### src/hw/pinmux_pkg.sv
package pinmux_pkg;

   // ------------------------------------------------------------
   // Register bus types
   // ------------------------------------------------------------
   // Byte address on the register bus
   typedef logic [10:0] reg_addr_t;
   typedef logic [31:0] reg_data_t;
   // One enable per data byte
   typedef logic [3:0]  reg_be_t;
   // Address bits 10:7
   typedef logic [3:0]  blk_sel_t;
   // Address bits 6:2, word inside a block
   typedef logic [4:0]  word_addr_t;

   // One bit per pad
   typedef logic [31:0] gpio_vec_t;
   // One bit per lock, bit 0 never used
   typedef logic [15:0] sema_vec_t;

   // ------------------------------------------------------------
   // Block select codes, all others unmapped
   // ------------------------------------------------------------
   localparam blk_sel_t SEL_GLBL  = 4'd0;
   localparam blk_sel_t SEL_GPIO  = 4'd1;
   localparam blk_sel_t SEL_TIMER = 4'd3;
   localparam blk_sel_t SEL_SEMA  = 4'd4;

   // Global block words
   localparam word_addr_t GLBL_ID     = 5'd0;
   localparam word_addr_t GLBL_MASK   = 5'd1;
   localparam word_addr_t GLBL_STATUS = 5'd2;
   localparam word_addr_t GLBL_SOFT   = 5'd3;

   // GPIO block words
   localparam word_addr_t GPIO_DIR      = 5'd0;
   localparam word_addr_t GPIO_OUT      = 5'd1;
   localparam word_addr_t GPIO_IN       = 5'd2;
   localparam word_addr_t GPIO_INT_EN   = 5'd3;
   localparam word_addr_t GPIO_INT_STAT = 5'd4;

   // Timer block words
   localparam word_addr_t TMR_CFG   = 5'd0;
   localparam word_addr_t TMR_COUNT = 5'd1;

   // Read-only identifier in the global block
   localparam reg_data_t CHIP_ID = 32'h5058_0100;

   // Timer down-counter states
   typedef enum logic {TMR_IDLE, TMR_RUN} timer_state_e;

endpackage

### src/hw/glbl_reg.sv
module glbl_reg (
   input  logic                   mclk,
   input  logic                   s_reset_ssn,
   input  logic                   cs_i,
   input  logic                   wr_i,
   input  pinmux_pkg::word_addr_t word_i,
   input  pinmux_pkg::reg_data_t  wdata_i,
   input  pinmux_pkg::reg_be_t    be_i,
   output pinmux_pkg::reg_data_t  rdata_o,
   output logic                   ack_o,
   input  logic                   gpio_intr_i,
   input  logic                   timer_intr_i,
   output logic                   irq_o,
   output logic                   soft_irq_o
);

   pinmux_pkg::reg_data_t wmask;
   pinmux_pkg::reg_data_t mask_q;
   logic [1:0]            status_q;
   logic [1:0]            status_set;
   logic                  soft_q;
   logic                  wr_en;
   logic                  rd_en;

   // Access strobes, only on the edge that raises ack
   assign wr_en = cs_i & wr_i & ~ack_o;
   assign rd_en = cs_i & ~wr_i & ~ack_o;

   // Byte enables widened to bit lanes
   assign wmask = {{8{be_i[3]}}, {8{be_i[2]}}, {8{be_i[1]}}, {8{be_i[0]}}};

   // Bit 0 GPIO level, bit 1 timer pulse
   assign status_set = {timer_intr_i, gpio_intr_i};

   // ------------------------------------------------------------
   // Control registers
   // ------------------------------------------------------------
   always_ff @(posedge mclk or negedge s_reset_ssn) begin
      if (!s_reset_ssn) begin
         ack_o    <= 1'b0;
         mask_q   <= '0;
         status_q <= '0;
         soft_q   <= 1'b0;
      end else begin
         ack_o <= cs_i & ~ack_o;
         if (wr_en && word_i == pinmux_pkg::GLBL_MASK) begin
            mask_q <= (mask_q & ~wmask) | (wdata_i & wmask);
         end
         // Write one to clear, a new event on the same edge stays set
         if (wr_en && word_i == pinmux_pkg::GLBL_STATUS && be_i[0]) begin
            status_q <= (status_q & ~wdata_i[1:0]) | status_set;
         end else begin
            status_q <= status_q | status_set;
         end
         if (wr_en && word_i == pinmux_pkg::GLBL_SOFT && be_i[0]) begin
            soft_q <= wdata_i[0];
         end
      end
   end

   // Read data
   always_ff @(posedge mclk) begin
      if (rd_en) begin
         case (word_i)
            pinmux_pkg::GLBL_ID:     rdata_o <= pinmux_pkg::CHIP_ID;
            pinmux_pkg::GLBL_MASK:   rdata_o <= mask_q;
            pinmux_pkg::GLBL_STATUS: rdata_o <= {30'd0, status_q};
            pinmux_pkg::GLBL_SOFT:   rdata_o <= {31'd0, soft_q};
            default:                 rdata_o <= '0;
         endcase
      end
   end

   // Only the low mask bits gate interrupts
   assign irq_o      = |(status_q & mask_q[1:0]);
   assign soft_irq_o = soft_q;

endmodule

### src/hw/gpio_reg.sv
module gpio_reg (
   input  logic                   mclk,
   input  logic                   s_reset_ssn,
   input  logic                   cs_i,
   input  logic                   wr_i,
   input  pinmux_pkg::word_addr_t word_i,
   input  pinmux_pkg::reg_data_t  wdata_i,
   input  pinmux_pkg::reg_be_t    be_i,
   output pinmux_pkg::reg_data_t  rdata_o,
   output logic                   ack_o,
   input  pinmux_pkg::gpio_vec_t  gpio_in_i,
   output pinmux_pkg::gpio_vec_t  gpio_out_o,
   output pinmux_pkg::gpio_vec_t  gpio_oen_o,
   output logic                   gpio_intr_o
);

   pinmux_pkg::reg_data_t wmask;
   pinmux_pkg::gpio_vec_t dir_q;
   pinmux_pkg::gpio_vec_t out_q;
   pinmux_pkg::gpio_vec_t int_en_q;
   pinmux_pkg::gpio_vec_t int_stat_q;
   pinmux_pkg::gpio_vec_t in_s1_q;
   pinmux_pkg::gpio_vec_t in_s2_q;
   pinmux_pkg::gpio_vec_t in_d_q;
   pinmux_pkg::gpio_vec_t rise;
   logic                  wr_en;
   logic                  rd_en;

   assign wr_en = cs_i & wr_i & ~ack_o;
   assign rd_en = cs_i & ~wr_i & ~ack_o;
   assign wmask = {{8{be_i[3]}}, {8{be_i[2]}}, {8{be_i[1]}}, {8{be_i[0]}}};

   // Rising edge seen after the synchroniser, enabled pins only
   assign rise = in_s2_q & ~in_d_q & int_en_q;

   // ------------------------------------------------------------
   // Config and interrupt state
   // ------------------------------------------------------------
   always_ff @(posedge mclk or negedge s_reset_ssn) begin
      if (!s_reset_ssn) begin
         ack_o      <= 1'b0;
         dir_q      <= '0;
         out_q      <= '0;
         int_en_q   <= '0;
         int_stat_q <= '0;
         in_s1_q    <= '0;
         in_s2_q    <= '0;
         in_d_q     <= '0;
      end else begin
         ack_o <= cs_i & ~ack_o;
         // Two-flop synchroniser plus edge history
         in_s1_q <= gpio_in_i;
         in_s2_q <= in_s1_q;
         in_d_q  <= in_s2_q;
         if (wr_en && word_i == pinmux_pkg::GPIO_DIR) begin
            dir_q <= (dir_q & ~wmask) | (wdata_i & wmask);
         end
         if (wr_en && word_i == pinmux_pkg::GPIO_OUT) begin
            out_q <= (out_q & ~wmask) | (wdata_i & wmask);
         end
         if (wr_en && word_i == pinmux_pkg::GPIO_INT_EN) begin
            int_en_q <= (int_en_q & ~wmask) | (wdata_i & wmask);
         end
         // Write one clears, a fresh edge wins
         if (wr_en && word_i == pinmux_pkg::GPIO_INT_STAT) begin
            int_stat_q <= (int_stat_q & ~(wdata_i & wmask)) | rise;
         end else begin
            int_stat_q <= int_stat_q | rise;
         end
      end
   end

   always_ff @(posedge mclk) begin
      if (rd_en) begin
         case (word_i)
            pinmux_pkg::GPIO_DIR:      rdata_o <= dir_q;
            pinmux_pkg::GPIO_OUT:      rdata_o <= out_q;
            pinmux_pkg::GPIO_IN:       rdata_o <= in_s2_q;
            pinmux_pkg::GPIO_INT_EN:   rdata_o <= int_en_q;
            pinmux_pkg::GPIO_INT_STAT: rdata_o <= int_stat_q;
            default:                   rdata_o <= '0;
         endcase
      end
   end

   // DIR set means driven, enable is active low
   assign gpio_out_o  = out_q;
   assign gpio_oen_o  = ~dir_q;
   assign gpio_intr_o = |int_stat_q;

endmodule

### src/hw/pinmux_top.sv
module pinmux_top #(
   parameter int clk_per_us = 50
) (
   input  logic                  mclk,
   input  logic                  s_reset_ssn,
   input  logic                  reg_cs_i,
   input  logic                  reg_wr_i,
   input  pinmux_pkg::reg_addr_t reg_addr_i,
   input  pinmux_pkg::reg_data_t reg_wdata_i,
   input  pinmux_pkg::reg_be_t   reg_be_i,
   output pinmux_pkg::reg_data_t reg_rdata_o,
   output logic                  reg_ack_o,
   output logic                  irq_o,
   output logic                  soft_irq_o,
   input  pinmux_pkg::gpio_vec_t gpio_in_i,
   output pinmux_pkg::gpio_vec_t gpio_out_o,
   output pinmux_pkg::gpio_vec_t gpio_oen_o
);

   pinmux_pkg::word_addr_t word_addr;
   pinmux_pkg::reg_data_t  glbl_rdata;
   pinmux_pkg::reg_data_t  gpio_rdata;
   pinmux_pkg::reg_data_t  timer_rdata;
   pinmux_pkg::sema_vec_t  sema_rdata;
   logic                   glbl_cs;
   logic                   gpio_cs;
   logic                   timer_cs;
   logic                   sema_cs;
   logic                   glbl_ack;
   logic                   gpio_ack;
   logic                   timer_ack;
   logic                   sema_ack;
   logic                   gpio_intr;
   logic                   timer_intr;

   // Word index shared by all blocks
   assign word_addr = reg_addr_i[6:2];

   // ------------------------------------------------------------
   // Decode and response path
   // ------------------------------------------------------------
   reg_blk_decode u_decode (
      .mclk, .s_reset_ssn, .reg_cs_i, .reg_addr_i,
      .glbl_cs_o (glbl_cs), .gpio_cs_o (gpio_cs), .timer_cs_o (timer_cs), .sema_cs_o (sema_cs),
      .glbl_rdata_i (glbl_rdata), .gpio_rdata_i (gpio_rdata),
      .timer_rdata_i (timer_rdata), .sema_rdata_i (sema_rdata),
      .glbl_ack_i (glbl_ack), .gpio_ack_i (gpio_ack),
      .timer_ack_i (timer_ack), .sema_ack_i (sema_ack),
      .reg_rdata_o, .reg_ack_o
   );

   // ------------------------------------------------------------
   // Peer register blocks
   // ------------------------------------------------------------
   glbl_reg u_glbl (
      .mclk, .s_reset_ssn, .cs_i (glbl_cs), .wr_i (reg_wr_i), .word_i (word_addr),
      .wdata_i (reg_wdata_i), .be_i (reg_be_i), .rdata_o (glbl_rdata), .ack_o (glbl_ack),
      .gpio_intr_i (gpio_intr), .timer_intr_i (timer_intr), .irq_o, .soft_irq_o
   );

   gpio_reg u_gpio (
      .mclk, .s_reset_ssn, .cs_i (gpio_cs), .wr_i (reg_wr_i), .word_i (word_addr),
      .wdata_i (reg_wdata_i), .be_i (reg_be_i), .rdata_o (gpio_rdata), .ack_o (gpio_ack),
      .gpio_in_i, .gpio_out_o, .gpio_oen_o, .gpio_intr_o (gpio_intr)
   );

   timer_reg #(.clk_per_us (clk_per_us)) u_timer (
      .mclk, .s_reset_ssn, .cs_i (timer_cs), .wr_i (reg_wr_i), .word_i (word_addr),
      .wdata_i (reg_wdata_i), .be_i (reg_be_i), .rdata_o (timer_rdata), .ack_o (timer_ack),
      .timer_intr_o (timer_intr)
   );

   // Locks only see the low half word
   semaphore_reg u_sema (
      .mclk, .s_reset_ssn, .cs_i (sema_cs), .wr_i (reg_wr_i), .word_i (word_addr),
      .wdata_i (reg_wdata_i[15:0]), .be_i (reg_be_i[0]),
      .rdata_o (sema_rdata), .ack_o (sema_ack)
   );

endmodule

### src/hw/reg_blk_decode.sv
module reg_blk_decode (
   input  logic                  mclk,
   input  logic                  s_reset_ssn,
   input  logic                  reg_cs_i,
   input  pinmux_pkg::reg_addr_t reg_addr_i,
   output logic                  glbl_cs_o,
   output logic                  gpio_cs_o,
   output logic                  timer_cs_o,
   output logic                  sema_cs_o,
   input  pinmux_pkg::reg_data_t glbl_rdata_i,
   input  pinmux_pkg::reg_data_t gpio_rdata_i,
   input  pinmux_pkg::reg_data_t timer_rdata_i,
   input  pinmux_pkg::sema_vec_t sema_rdata_i,
   input  logic                  glbl_ack_i,
   input  logic                  gpio_ack_i,
   input  logic                  timer_ack_i,
   input  logic                  sema_ack_i,
   output pinmux_pkg::reg_data_t reg_rdata_o,
   output logic                  reg_ack_o
);

   pinmux_pkg::blk_sel_t blk_sel;
   pinmux_pkg::blk_sel_t blk_sel_q;
   logic                 unmapped;
   logic                 unmap_ack_q;

   // Block select straight from the address
   assign blk_sel  = reg_addr_i[10:7];
   assign unmapped = !(blk_sel inside {pinmux_pkg::SEL_GLBL, pinmux_pkg::SEL_GPIO,
                                       pinmux_pkg::SEL_TIMER, pinmux_pkg::SEL_SEMA});

   // Chip select to exactly one block
   assign glbl_cs_o  = reg_cs_i & (blk_sel == pinmux_pkg::SEL_GLBL);
   assign gpio_cs_o  = reg_cs_i & (blk_sel == pinmux_pkg::SEL_GPIO);
   assign timer_cs_o = reg_cs_i & (blk_sel == pinmux_pkg::SEL_TIMER);
   assign sema_cs_o  = reg_cs_i & (blk_sel == pinmux_pkg::SEL_SEMA);

   always_ff @(posedge mclk or negedge s_reset_ssn) begin
      if (!s_reset_ssn) begin
         blk_sel_q   <= pinmux_pkg::SEL_GLBL;
         unmap_ack_q <= 1'b0;
      end else begin
         // Hold the select for the response path
         if (reg_cs_i) begin
            blk_sel_q <= blk_sel;
         end
         // Local one-cycle ack for holes in the map
         unmap_ack_q <= reg_cs_i & unmapped & ~unmap_ack_q;
      end
   end

   // ------------------------------------------------------------
   // Response mux, unmapped reads return zero
   // ------------------------------------------------------------
   always_comb begin
      reg_rdata_o = '0;
      reg_ack_o   = unmap_ack_q;
      case (blk_sel_q)
         pinmux_pkg::SEL_GLBL:  begin reg_rdata_o = glbl_rdata_i;  reg_ack_o = glbl_ack_i;  end
         pinmux_pkg::SEL_GPIO:  begin reg_rdata_o = gpio_rdata_i;  reg_ack_o = gpio_ack_i;  end
         pinmux_pkg::SEL_TIMER: begin reg_rdata_o = timer_rdata_i; reg_ack_o = timer_ack_i; end
         pinmux_pkg::SEL_SEMA:  begin reg_rdata_o = {16'h0, sema_rdata_i}; reg_ack_o = sema_ack_i; end
         default: ;
      endcase
   end

   // Any ack seen by the master answers a cs from the edge before
   a_ack_needs_cs: assert property (@(posedge mclk) disable iff (!s_reset_ssn)
      $rose(reg_ack_o) |-> $past(reg_cs_i));

endmodule

### src/hw/semaphore_reg.sv
module semaphore_reg (
   input  logic                   mclk,
   input  logic                   s_reset_ssn,
   input  logic                   cs_i,
   input  logic                   wr_i,
   input  pinmux_pkg::word_addr_t word_i,
   input  pinmux_pkg::sema_vec_t  wdata_i,
   input  logic                   be_i,
   output pinmux_pkg::sema_vec_t  rdata_o,
   output logic                   ack_o
);

   pinmux_pkg::sema_vec_t lock_q;
   logic [3:0]            lock_idx;
   logic                  lock_word;
   logic                  wr_en;
   logic                  rd_en;

   assign wr_en = cs_i & wr_i & ~ack_o;
   assign rd_en = cs_i & ~wr_i & ~ack_o;

   // Words 1 to 15 are locks, word 0 is the bitmap
   assign lock_idx  = word_i[3:0];
   assign lock_word = !word_i[4] && (lock_idx != 4'd0);

   // ------------------------------------------------------------
   // Lock bitmap
   // ------------------------------------------------------------
   always_ff @(posedge mclk or negedge s_reset_ssn) begin
      if (!s_reset_ssn) begin
         ack_o  <= 1'b0;
         lock_q <= '0;
      end else begin
         ack_o <= cs_i & ~ack_o;
         // Read takes a free lock
         if (rd_en && lock_word) begin
            lock_q[lock_idx] <= 1'b1;
         end
         // Write bit 0 high releases
         if (wr_en && lock_word && be_i && wdata_i[0]) begin
            lock_q[lock_idx] <= 1'b0;
         end
      end
   end

   // One if this read won the lock
   always_ff @(posedge mclk) begin
      if (rd_en) begin
         if (lock_word) begin
            rdata_o <= {15'd0, ~lock_q[lock_idx]};
         end else begin
            rdata_o <= (word_i == 5'd0) ? lock_q : '0;
         end
      end
   end

   a_lock0_unused: assert property (@(posedge mclk) disable iff (!s_reset_ssn)
      lock_q[0] == 1'b0);

endmodule

### src/hw/timer_reg.sv
module timer_reg #(
   parameter int clk_per_us = 50
) (
   input  logic                   mclk,
   input  logic                   s_reset_ssn,
   input  logic                   cs_i,
   input  logic                   wr_i,
   input  pinmux_pkg::word_addr_t word_i,
   input  pinmux_pkg::reg_data_t  wdata_i,
   input  pinmux_pkg::reg_be_t    be_i,
   output pinmux_pkg::reg_data_t  rdata_o,
   output logic                   ack_o,
   output logic                   timer_intr_o
);

   // Prescaler wide enough for clk_per_us - 1
   localparam int PRESC_W = $clog2(clk_per_us + 1);
   localparam logic [PRESC_W-1:0] PRESC_LAST = PRESC_W'(clk_per_us - 1);

   pinmux_pkg::timer_state_e state_q;
   logic [PRESC_W-1:0]       presc_q;
   logic [15:0]              reload_q;
   logic [15:0]              reload_nxt;
   logic [15:0]              count_q;
   logic                     periodic_q;
   logic                     tick;
   logic                     cfg_wr;
   logic                     rd_en;

   assign cfg_wr = cs_i & wr_i & ~ack_o & (word_i == pinmux_pkg::TMR_CFG);
   assign rd_en  = cs_i & ~wr_i & ~ack_o;

   // Reload lives in CFG bits 31:16
   assign reload_nxt = {be_i[3] ? wdata_i[31:24] : reload_q[15:8],
                        be_i[2] ? wdata_i[23:16] : reload_q[7:0]};

   // One tick per microsecond while running
   assign tick = (state_q == pinmux_pkg::TMR_RUN) && (presc_q == PRESC_LAST);

   // ------------------------------------------------------------
   // Down-count FSM
   // ------------------------------------------------------------
   always_ff @(posedge mclk or negedge s_reset_ssn) begin
      if (!s_reset_ssn) begin
         ack_o        <= 1'b0;
         state_q      <= pinmux_pkg::TMR_IDLE;
         presc_q      <= '0;
         reload_q     <= '0;
         count_q      <= '0;
         periodic_q   <= 1'b0;
         timer_intr_o <= 1'b0;
      end else begin
         ack_o        <= cs_i & ~ack_o;
         timer_intr_o <= 1'b0;
         if (cfg_wr) begin
            reload_q <= reload_nxt;
            // Mode byte written, restart or stop
            if (be_i[0]) begin
               periodic_q <= wdata_i[1];
               presc_q    <= '0;
               count_q    <= reload_nxt;
               state_q    <= wdata_i[0] ? pinmux_pkg::TMR_RUN : pinmux_pkg::TMR_IDLE;
            end
         end else begin
            case (state_q)
               pinmux_pkg::TMR_IDLE: presc_q <= '0;
               pinmux_pkg::TMR_RUN: begin
                  presc_q <= tick ? '0 : presc_q + 1'b1;
                  if (tick && count_q <= 16'd1) begin
                     // Expiry, one-shot drops enable
                     timer_intr_o <= 1'b1;
                     count_q      <= periodic_q ? reload_q : 16'd0;
                     if (!periodic_q) begin
                        state_q <= pinmux_pkg::TMR_IDLE;
                     end
                  end else if (tick) begin
                     count_q <= count_q - 1'b1;
                  end
               end
            endcase
         end
      end
   end

   always_ff @(posedge mclk) begin
      if (rd_en) begin
         case (word_i)
            pinmux_pkg::TMR_CFG:
               rdata_o <= {reload_q, 14'd0, periodic_q, state_q == pinmux_pkg::TMR_RUN};
            pinmux_pkg::TMR_COUNT: rdata_o <= {16'd0, count_q};
            default:               rdata_o <= '0;
         endcase
      end
   end

   // Expiry pulse only ever comes out of a running count
   a_intr_in_run: assert property (@(posedge mclk) disable iff (!s_reset_ssn)
      timer_intr_o |-> $past(state_q) == pinmux_pkg::TMR_RUN);

endmodule

### config.mk
export PLATFORM = sky130hd
export DESIGN_NAME = pinmux_top
export DESIGN_NICKNAME = d
export VERILOG_FILES = /design/src/hw/pinmux_pkg.sv /design/src/hw/glbl_reg.sv /design/src/hw/gpio_reg.sv /design/src/hw/pinmux_top.sv /design/src/hw/reg_blk_decode.sv /design/src/hw/semaphore_reg.sv /design/src/hw/timer_reg.sv
export SDC_FILE = /design/constraint.sdc
export NUM_CORES = 1
export LEC_CHECK = 0
export ABC_AREA = 1
export BUFFER_PORTS_ARGS = -buffer_cell sky130_fd_sc_hd__buf_2
export CAP_MARGIN = 20
export CORE_ASPECT_RATIO = 0.8
export CORE_MARGIN = 5
export CORE_UTILIZATION = 60
export DETAILED_ROUTE_END_ITERATION = 10
export HOLD_SLACK_MARGIN = 0.1
export PLACE_DENSITY = 0.83
export SLEW_MARGIN = 0
export SYNTH_ARGS = -nofsm -noshare
export SYNTH_HDL_FRONTEND = slang
export SYNTH_HIERARCHICAL = 1
export SYNTH_SLANG_ARGS = --single-unit
### constraint.sdc
create_clock -name mclk -period 4.37 [get_ports mclk]
set_clock_uncertainty 0.05 [all_clocks]
set_input_delay 0.874 -clock mclk [delete_from_list [all_inputs] [get_ports mclk]]
set_output_delay 0.874 -clock mclk [all_outputs]
set_load 0.1 [all_outputs]
==> out/summary.txt, run 1 <==
STATUS
---------------------------------------------------------------------------------------
Run status                                                                    completed

ROUTE
---------------------------------------------------------------------------------------
First-pass DRT Iterations                                                             7
Sum of routed wire length over all layers                                       59.2 mm
Count of vias placed by the detailed router                                       17637
Vias per cell                                                                      5.98
Remaining routing DRC violations                                                      0
Final routed wire length divided by cell count                                  20.1 um
Number of antenna-violating nets in the routed design                                 0
Number of violations reported at the end of detailed-routing iteration 0           2568

STA
---------------------------------------------------------------------------------------
Top achievable clock speed                                                      264 MHz
Worst slew pin tran                                                            0.964 ns
Final number of hold-violating endpoints                                              0
Final number of max-transition violations                                             0
Worst-case setup margin in the final layout                                    0.588 ns
Post-Route Setup TNS                                                               0 ns
Relative slew slack                                                               0.357
Post-layout min period                                                          3.78 ns
Share of the cycle needed by the critical path after routing                      0.865
Setup repair after global routing missed its margin                               false
Final setup fails                                                                     0

SYNTHESIS
---------------------------------------------------------------------------------------
Post-synthesis cell count                                                          2344
Share of synthesized flip-flops with an asynchronous set or reset                 0.744
Commonest cells post-synth                                                 715 x sky130_fd_sc_hd__nand2_1, 325 x sky130_fd_sc_hd__dfrtp_1, 221 x sky130_fd_sc_hd__nor2_1
Fraction of the yosys area taken by sequential cells                              0.563
Total standard cell area after synthesis                                      20400 um2
Synthesized netlist net count                                                      2431
Largest cells by area after synthesis                                      sky130_fd_sc_hd__dfrtp_1 40%, sky130_fd_sc_hd__edfxtp_1 16%, sky130_fd_sc_hd__nand2_1 13%
#FFs+latches synth                                                                  437
Number of flops mapped to enable cells by yosys                                     112
Cell type with the largest total area after synthesis                      sky130_fd_sc_hd__dfrtp_1
Yosys warnings                                                                        6
Most instantiated library cell after synthesis                             sky130_fd_sc_hd__nand2_1
Top_reg_cell synth                                                         sky130_fd_sc_hd__dfrtp_1
Post-synthesis cell type count                                                       44
Post-Syn Area per Cell                                                         8.71 um2
Area share of the largest cell type after synthesis                               0.398

FLOORPLAN
---------------------------------------------------------------------------------------
Area of the core                                                              33600 um2
Area of the die                                                               37900 um2
Chip Width                                                                       216 um
Vertical die dimension                                                           175 um
Io pins                                                                             182
Initial cell density of the core                                                  0.607
Number of placement rows                                                             60

CTS
---------------------------------------------------------------------------------------
Source-to-sink clock delay at the later pin of the worst-skew pair              0.55 ns
Buffer type at the clock tree root                                         sky130_fd_sc_hd__clkbuf_16
Number of buffers created by CTS                                                     43
H-tree depth                                                                          2
Clk slew on worst S/H paths                                                     0.06 ns
Clk sink count                                                                      437
Total of cells resized after clock tree synthesis                                     0
Hold-fix buffer count after cts                                                       0
Clock tree from TritonCTS                                                           yes
Buffer count from post-CTS setup fixing                                               0
Number of buffers between clock root and the deepest sink                             3

GRT
---------------------------------------------------------------------------------------
Met2 global-route usage                                                           0.453
Vias in the first global route                                                    16644
GRT met1 Usage                                                                    0.453
Maximum number of pins on one net before global-route repair                        105
Overall overflow remaining after global route                                         0
Highest-utilization routing layer at the global route stage                        met2
First-pass GRT wire length                                                      93.2 mm
Global Route met3 Usage                                                          0.0802
Number of antenna violations at the first check in global routing                     1
Tot GR Track Use                                                                  0.309

FLOW RUN
---------------------------------------------------------------------------------------
Max-Cap Viols                                                                         0

WORST SETUP PATH
---------------------------------------------------------------------------------------
Critical path class                                                        flip-flop to output pin
FF-to-FF Start                                                             u_timer/count_q[0]
Arrival time of data at the critical path endpoint                              2.86 ns
Crit end category                                                            output pin
Critical path launch point type                                               flip-flop
Flop2flop setup slack                                                           2.10 ns
Critical Path Source                                                       u_decode/blk_sel_q[1]
Maximum fanout encountered on the critical timing path                               35
Critical R2R Capture                                                       u_timer/count_q[5]
R2R depth                                                                            13
Endpoint required time on the critical path                                     3.45 ns

FINAL LAYOUT
---------------------------------------------------------------------------------------
Layout overhead on the synthesized area                                           13.0%
Fraction of layout instances using a drive strength above 1                       0.147
Final net count                                                                    2567

POWER AND IR DROP
---------------------------------------------------------------------------------------
Ratio of total power to cell area                                            431 nW/um2
Static Leakage                                                                  11.3 nW
Maximum resistive drop on vdd                                                  0.507 mV

PLACE
---------------------------------------------------------------------------------------
Place WS                                                                        1.15 ns
Final estimated routing congestion in global placement                            0.985
Total of buffers placed on input and output ports                                   179
Half-perimeter wire length of the detailed placement result                     40.4 mm

MIN PATH
---------------------------------------------------------------------------------------
Worst hold path type                                                       primary input to asynchronous set/reset pin

## how the worst max path moves through the flow
stage | end | cells past startpoint
CTS | reg_rdata_o[19] | 7
detailed placement | u_timer/count_q[6] | 15
global placement | u_timer/count_q[4] | 11
finish | reg_rdata_o[19] | 7
floorplan | u_timer/rdata_o[0] | 5
global route | reg_rdata_o[19] | 7
## layout by cell type (no fill, tap or decap), drive strengths merged, types with 36 or more instances in the layout
cell	count
nand2	724
dfrtp	325
nor2	246
inv	217
nand4	212
buf	209
nand3	194
edfxtp	112
clkbuf	52
o21ai	45
a21oi	36
## per-layer routing
layer | part of all wire | vias up | wire length, um
met1 | 0.41 | 8442 | 24300
met4 | 0.032 | 0 | 1910
li1 | - | 7993 | -
met2 | 0.44 | 1063 | 26100
met3 | 0.12 | 139 | 6830
met5 | 0 | - | 0
## area by class of cell
type                    instances  area (um2)
clock inverters                26         339
flip-flops and latches        437       11500
diodes                          1        2.50
well taps                     434         543
fillers                      2567       10600
multi-input cells            1573        7520
inverters                     216         816
clock buffers                  52        1190
repair buffers                209        1160
## critical path, cell delays in order (launching register included)
cell                      delay, ns
sky130_fd_sc_hd__dfrtp_1       0.48
sky130_fd_sc_hd__nor2_4        0.13
sky130_fd_sc_hd__buf_4         0.33
sky130_fd_sc_hd__nand2_2       0.13
sky130_fd_sc_hd__nor2_4        0.43
sky130_fd_sc_hd__nand2_1       0.16
sky130_fd_sc_hd__nand3_1       0.18
sky130_fd_sc_hd__buf_2         0.45
## power breakdown
group | switching [W] | internal (W)
registers | 0.000172 | 0.00435
clock network | 0.00160 | 0.00242
logic | 0.00103 | 0.000373
total | 0.00280 | 0.00714
## cell families after synthesis
family | after synthesis | synth area share
fa+ha+maj | 4 | 0.00245
simple gates | 1442 | 0.324
buf+inv | 334 | 0.0704
compound gates | 121 | 0.0376
xor+xnor | 6 | 0.00257
flops | 437 | 0.563
## stage by stage
stage / util / instances / hold WS [ns] / total power (W) / cell area (um2)
floorplan: - / 2344 / 0.281 / 0.00553 / 20400
global placement: 0.640 / 2869 / 0.282 / 0.00590 / 21500
detailed placement: 0.640 / 2869 / 0.285 / 0.00595 / 21500
CTS: 0.686 / 2947 / 0.209 / 0.00995 / 23100
global route: 0.686 / 2948 / 0.240 / 0.0103 / 23100
finish: 0.686 / 2948 / 0.208 / 0.00994 / 23100
No activity file was read; power rests on OpenSTA's default activity.
==> run 2: changes to the inputs <==
--- a/config.mk
+++ b/config.mk
@@ -10,12 +10,11 @@
 export CAP_MARGIN = 20
 export CORE_ASPECT_RATIO = 0.8
 export CORE_MARGIN = 5
-export CORE_UTILIZATION = 60
+export CORE_UTILIZATION = 59
 export DETAILED_ROUTE_END_ITERATION = 10
 export HOLD_SLACK_MARGIN = 0.1
 export PLACE_DENSITY = 0.83
 export SLEW_MARGIN = 0
 export SYNTH_ARGS = -nofsm -noshare
 export SYNTH_HDL_FRONTEND = slang
-export SYNTH_HIERARCHICAL = 1
 export SYNTH_SLANG_ARGS = --single-unit
==> run 2 against run 1 <==
  * Worst hold slack improved by 0.084 ns
  * Routed wire length decreased by 11%
  * Area after synthesis decreased by 11%
  * Power decreased by 12%
==> out/summary.txt, run 2 <==
CTS
---------------------------------------------------------------------------------------
Clk slew on worst S/H paths                                                     0.07 ns
Clock tree from TritonCTS                                                           yes
Clk sink count                                                                      437
Number of buffers between clock root and the deepest sink                             3
H-tree depth                                                                          2
Source-to-sink clock delay at the later pin of the worst-skew pair              0.55 ns
Number of buffers created by CTS                                                     42
Total of cells resized after clock tree synthesis                                     0
Buffer count from post-CTS setup fixing                                               0
Buffer type at the clock tree root                                         sky130_fd_sc_hd__clkbuf_16
Hold-fix buffer count after cts                                                       0

WORST SETUP PATH
---------------------------------------------------------------------------------------
FF-to-FF Start                                                             u_timer.ack_o
Critical R2R Capture                                                       u_timer.count_q[2]
Critical Path Source                                                       u_decode.blk_sel_q[2]
Critical path launch point type                                               flip-flop
Critical path class                                                        flip-flop to output pin
Endpoint of the worst setup timing path                                    reg_rdata_o[29]
Crit end category                                                            output pin
Maximum fanout encountered on the critical timing path                               18
Arrival time of data at the critical path endpoint                              2.82 ns
R2R depth                                                                            10
Endpoint required time on the critical path                                     3.45 ns
Flop2flop setup slack                                                           1.96 ns

ROUTE
---------------------------------------------------------------------------------------
First-pass DRT Iterations                                                             9
Number of violations reported at the end of detailed-routing iteration 0           2024
Count of vias placed by the detailed router                                       15165
Number of antenna-violating nets in the routed design                                 0
Final routed wire length divided by cell count                                  20.4 um
Vias per cell                                                                      5.89
Sum of routed wire length over all layers                                       52.4 mm
Remaining routing DRC violations                                                      0

SYNTHESIS
---------------------------------------------------------------------------------------
Top_reg_cell synth                                                         sky130_fd_sc_hd__dfrtp_1
Yosys warnings                                                                        0
Largest cells by area after synthesis                                      sky130_fd_sc_hd__dfrtp_1 45%, sky130_fd_sc_hd__edfxtp_1 19%, sky130_fd_sc_hd__nand2_1 11%
#FFs+latches synth                                                                  437
Total standard cell area after synthesis                                      18100 um2
Post-synthesis cell type count                                                       34
Share of synthesized flip-flops with an asynchronous set or reset                 0.744
Fraction of the yosys area taken by sequential cells                              0.634
Cell type with the largest total area after synthesis                      sky130_fd_sc_hd__dfrtp_1
Post-Syn Area per Cell                                                         9.32 um2
Commonest cells post-synth                                                 542 x sky130_fd_sc_hd__nand2_1, 325 x sky130_fd_sc_hd__dfrtp_1, 228 x sky130_fd_sc_hd__o21ai_0
Most instantiated library cell after synthesis                             sky130_fd_sc_hd__nand2_1
Number of flops mapped to enable cells by yosys                                     112
Synthesized netlist net count                                                      2032
Area share of the largest cell type after synthesis                               0.449
Post-synthesis cell count                                                          1945

STA
---------------------------------------------------------------------------------------
Share of the cycle needed by the critical path after routing                      0.857
Worst slew pin tran                                                             1.00 ns
Final setup fails                                                                     0
Final number of max-transition violations                                             0
Setup repair after global routing missed its margin                               false
Worst hold slack                                                               0.291 ns
Top achievable clock speed                                                      267 MHz
Post-layout min period                                                          3.75 ns
Post-Route Setup TNS                                                               0 ns
Final number of hold-violating endpoints                                              0
Relative slew slack                                                               0.327
Worst-case setup margin in the final layout                                    0.623 ns

PLACE
---------------------------------------------------------------------------------------
Final estimated routing congestion in global placement                            0.938
Total of buffers placed on input and output ports                                   179
Placed standard-cell area                                                     19500 um2
Place WS                                                                       0.981 ns
Half-perimeter wire length of the detailed placement result                     36.6 mm

FINAL LAYOUT
---------------------------------------------------------------------------------------
Final net count                                                                    2210
Commonest cells after routing, fill and taps aside                         542 x sky130_fd_sc_hd__nand2_1, 325 x sky130_fd_sc_hd__dfrtp_1, 228 x sky130_fd_sc_hd__o21ai_0, 215 x sky130_fd_sc_hd__inv_1, 178 x sky130_fd_sc_hd__buf_2
Fraction of layout instances using a drive strength above 1                       0.139
Cell area after layout                                                        20900 um2
Most common cell after layout, fill and taps aside                         sky130_fd_sc_hd__nand2_1
Fill cell count                                                                    2168
End-of-flow core utilization                                                      0.690
Layout overhead on the synthesized area                                           15.4%

MIN PATH
---------------------------------------------------------------------------------------
Worst hold path type                                                       flip-flop to flip-flop

FLOORPLAN
---------------------------------------------------------------------------------------
Vertical die dimension                                                           167 um
Chip Width                                                                       206 um
Area of the core                                                              30300 um2
Area of the die                                                               34400 um2
Number of placement rows                                                             57
Io pins                                                                             182
Initial cell density of the core                                                  0.598

POWER AND IR DROP
---------------------------------------------------------------------------------------
Static Leakage                                                                  9.23 nW
Ratio of total power to cell area                                            419 nW/um2
Maximum resistive drop on vdd                                                  0.336 mV

STATUS
---------------------------------------------------------------------------------------
Run status                                                                    completed

GRT
---------------------------------------------------------------------------------------
Tot GR Track Use                                                                  0.306
Vias in the first global route                                                    14888
Maximum number of pins on one net before global-route repair                        115
Overall overflow remaining after global route                                         0
First-pass GRT wire length                                                      82.4 mm
Number of antenna violations at the first check in global routing                     3

FLOW RUN
---------------------------------------------------------------------------------------
Max-Cap Viols                                                                         0

## run 2: changes by cell type after synthesis, sizes merged, moves of 16 or more
cell and change:
nand3b -33, o211ai +21, buf -52, nor2 -85, o31ai +16, nand2 -181
a21boi -18, or2 -16, o21ai +207, nand3 -113, nand4 -182
## run 2: per-stage QoR
stage          cells  total power, W
6_report        2573         0.00876
5_1_grt         2572         0.00904
4_1_cts         2570         0.00876
3_5_place_dp    2492         0.00512
3_3_place_gp    2492         0.00510
2_1_floorplan   1945         0.00485
## run 2: worst max-delay path: stages, from the launching register on
cell,delay (ns)
sky130_fd_sc_hd__dfrtp_1,0.39
sky130_fd_sc_hd__inv_1,0.09
sky130_fd_sc_hd__nand3_1,0.15
sky130_fd_sc_hd__nor2_2,0.57
sky130_fd_sc_hd__buf_4,0.35
sky130_fd_sc_hd__nand2_1,0.07
sky130_fd_sc_hd__nand3_1,0.18
sky130_fd_sc_hd__buf_2,0.47
## run 2: power by group
group	switching, W	internal [W]	total, W	leakage [nW]
Clock	0.00157	0.00214	0.00371	0.700
Combinational	0.000617	0.000140	0.000757	3.53
Sequential	0.0000444	0.00425	0.00430	5.00
## run 2: layout make-up
class,count,area (um2),area share
tap,413,517,0.0247
multi-input combinational,1217,5540,0.265
inverter,220,826,0.0395
clock inverter,12,111,0.00532
antenna,3,7.51,0.000359
timing repair buffer,205,1110,0.0532
clock buffer,66,1310,0.0627
sequential,437,11500,0.549
## run 2: kinds of logic after synthesis
logic type | Yosys count | share of synthesized area
AND/OR/NAND/NOR | 846 | 0.191
adder cells (fa/ha/maj) | 4 | 0.00276
XOR/XNOR | 9 | 0.00435
flip-flops | 437 | 0.634
buffers and inverters | 291 | 0.0618
AO/OA/AOI/OAI | 358 | 0.106
## run 2: how the worst min path moves through the flow
stage / startpoint / end / slack (ns) / depth (start not counted)
after floorplan: u_gpio.in_s1_q[0] / u_gpio.in_s2_q[0] / 0.28 / 0
after global placement: u_gpio.in_s1_q[12] / u_gpio.in_s2_q[12] / 0.28 / 0
after detailed placement: u_gpio.in_s1_q[10] / u_gpio.in_s2_q[10] / 0.28 / 0
after CTS: u_gpio.in_s1_q[14] / u_gpio.in_s2_q[14] / 0.29 / 0
after global routing: u_gpio.in_s1_q[28] / u_gpio.in_s2_q[28] / 0.30 / 0
final: u_gpio.in_s1_q[14] / u_gpio.in_s2_q[14] / 0.29 / 0
## run 2: per-layer routing
| layer | GRT usage | share of wire | vias up |
|---|---|---|---|
| met2 | 0.443 | 0.44 | 1093 |
| met4 | 0.0911 | 0.031 | 2 |
| met5 | 0 | 0.00038 | - |
| li1 | - | - | 6713 |
| met3 | 0.109 | 0.14 | 138 |
| met1 | 0.441 | 0.39 | 7219 |
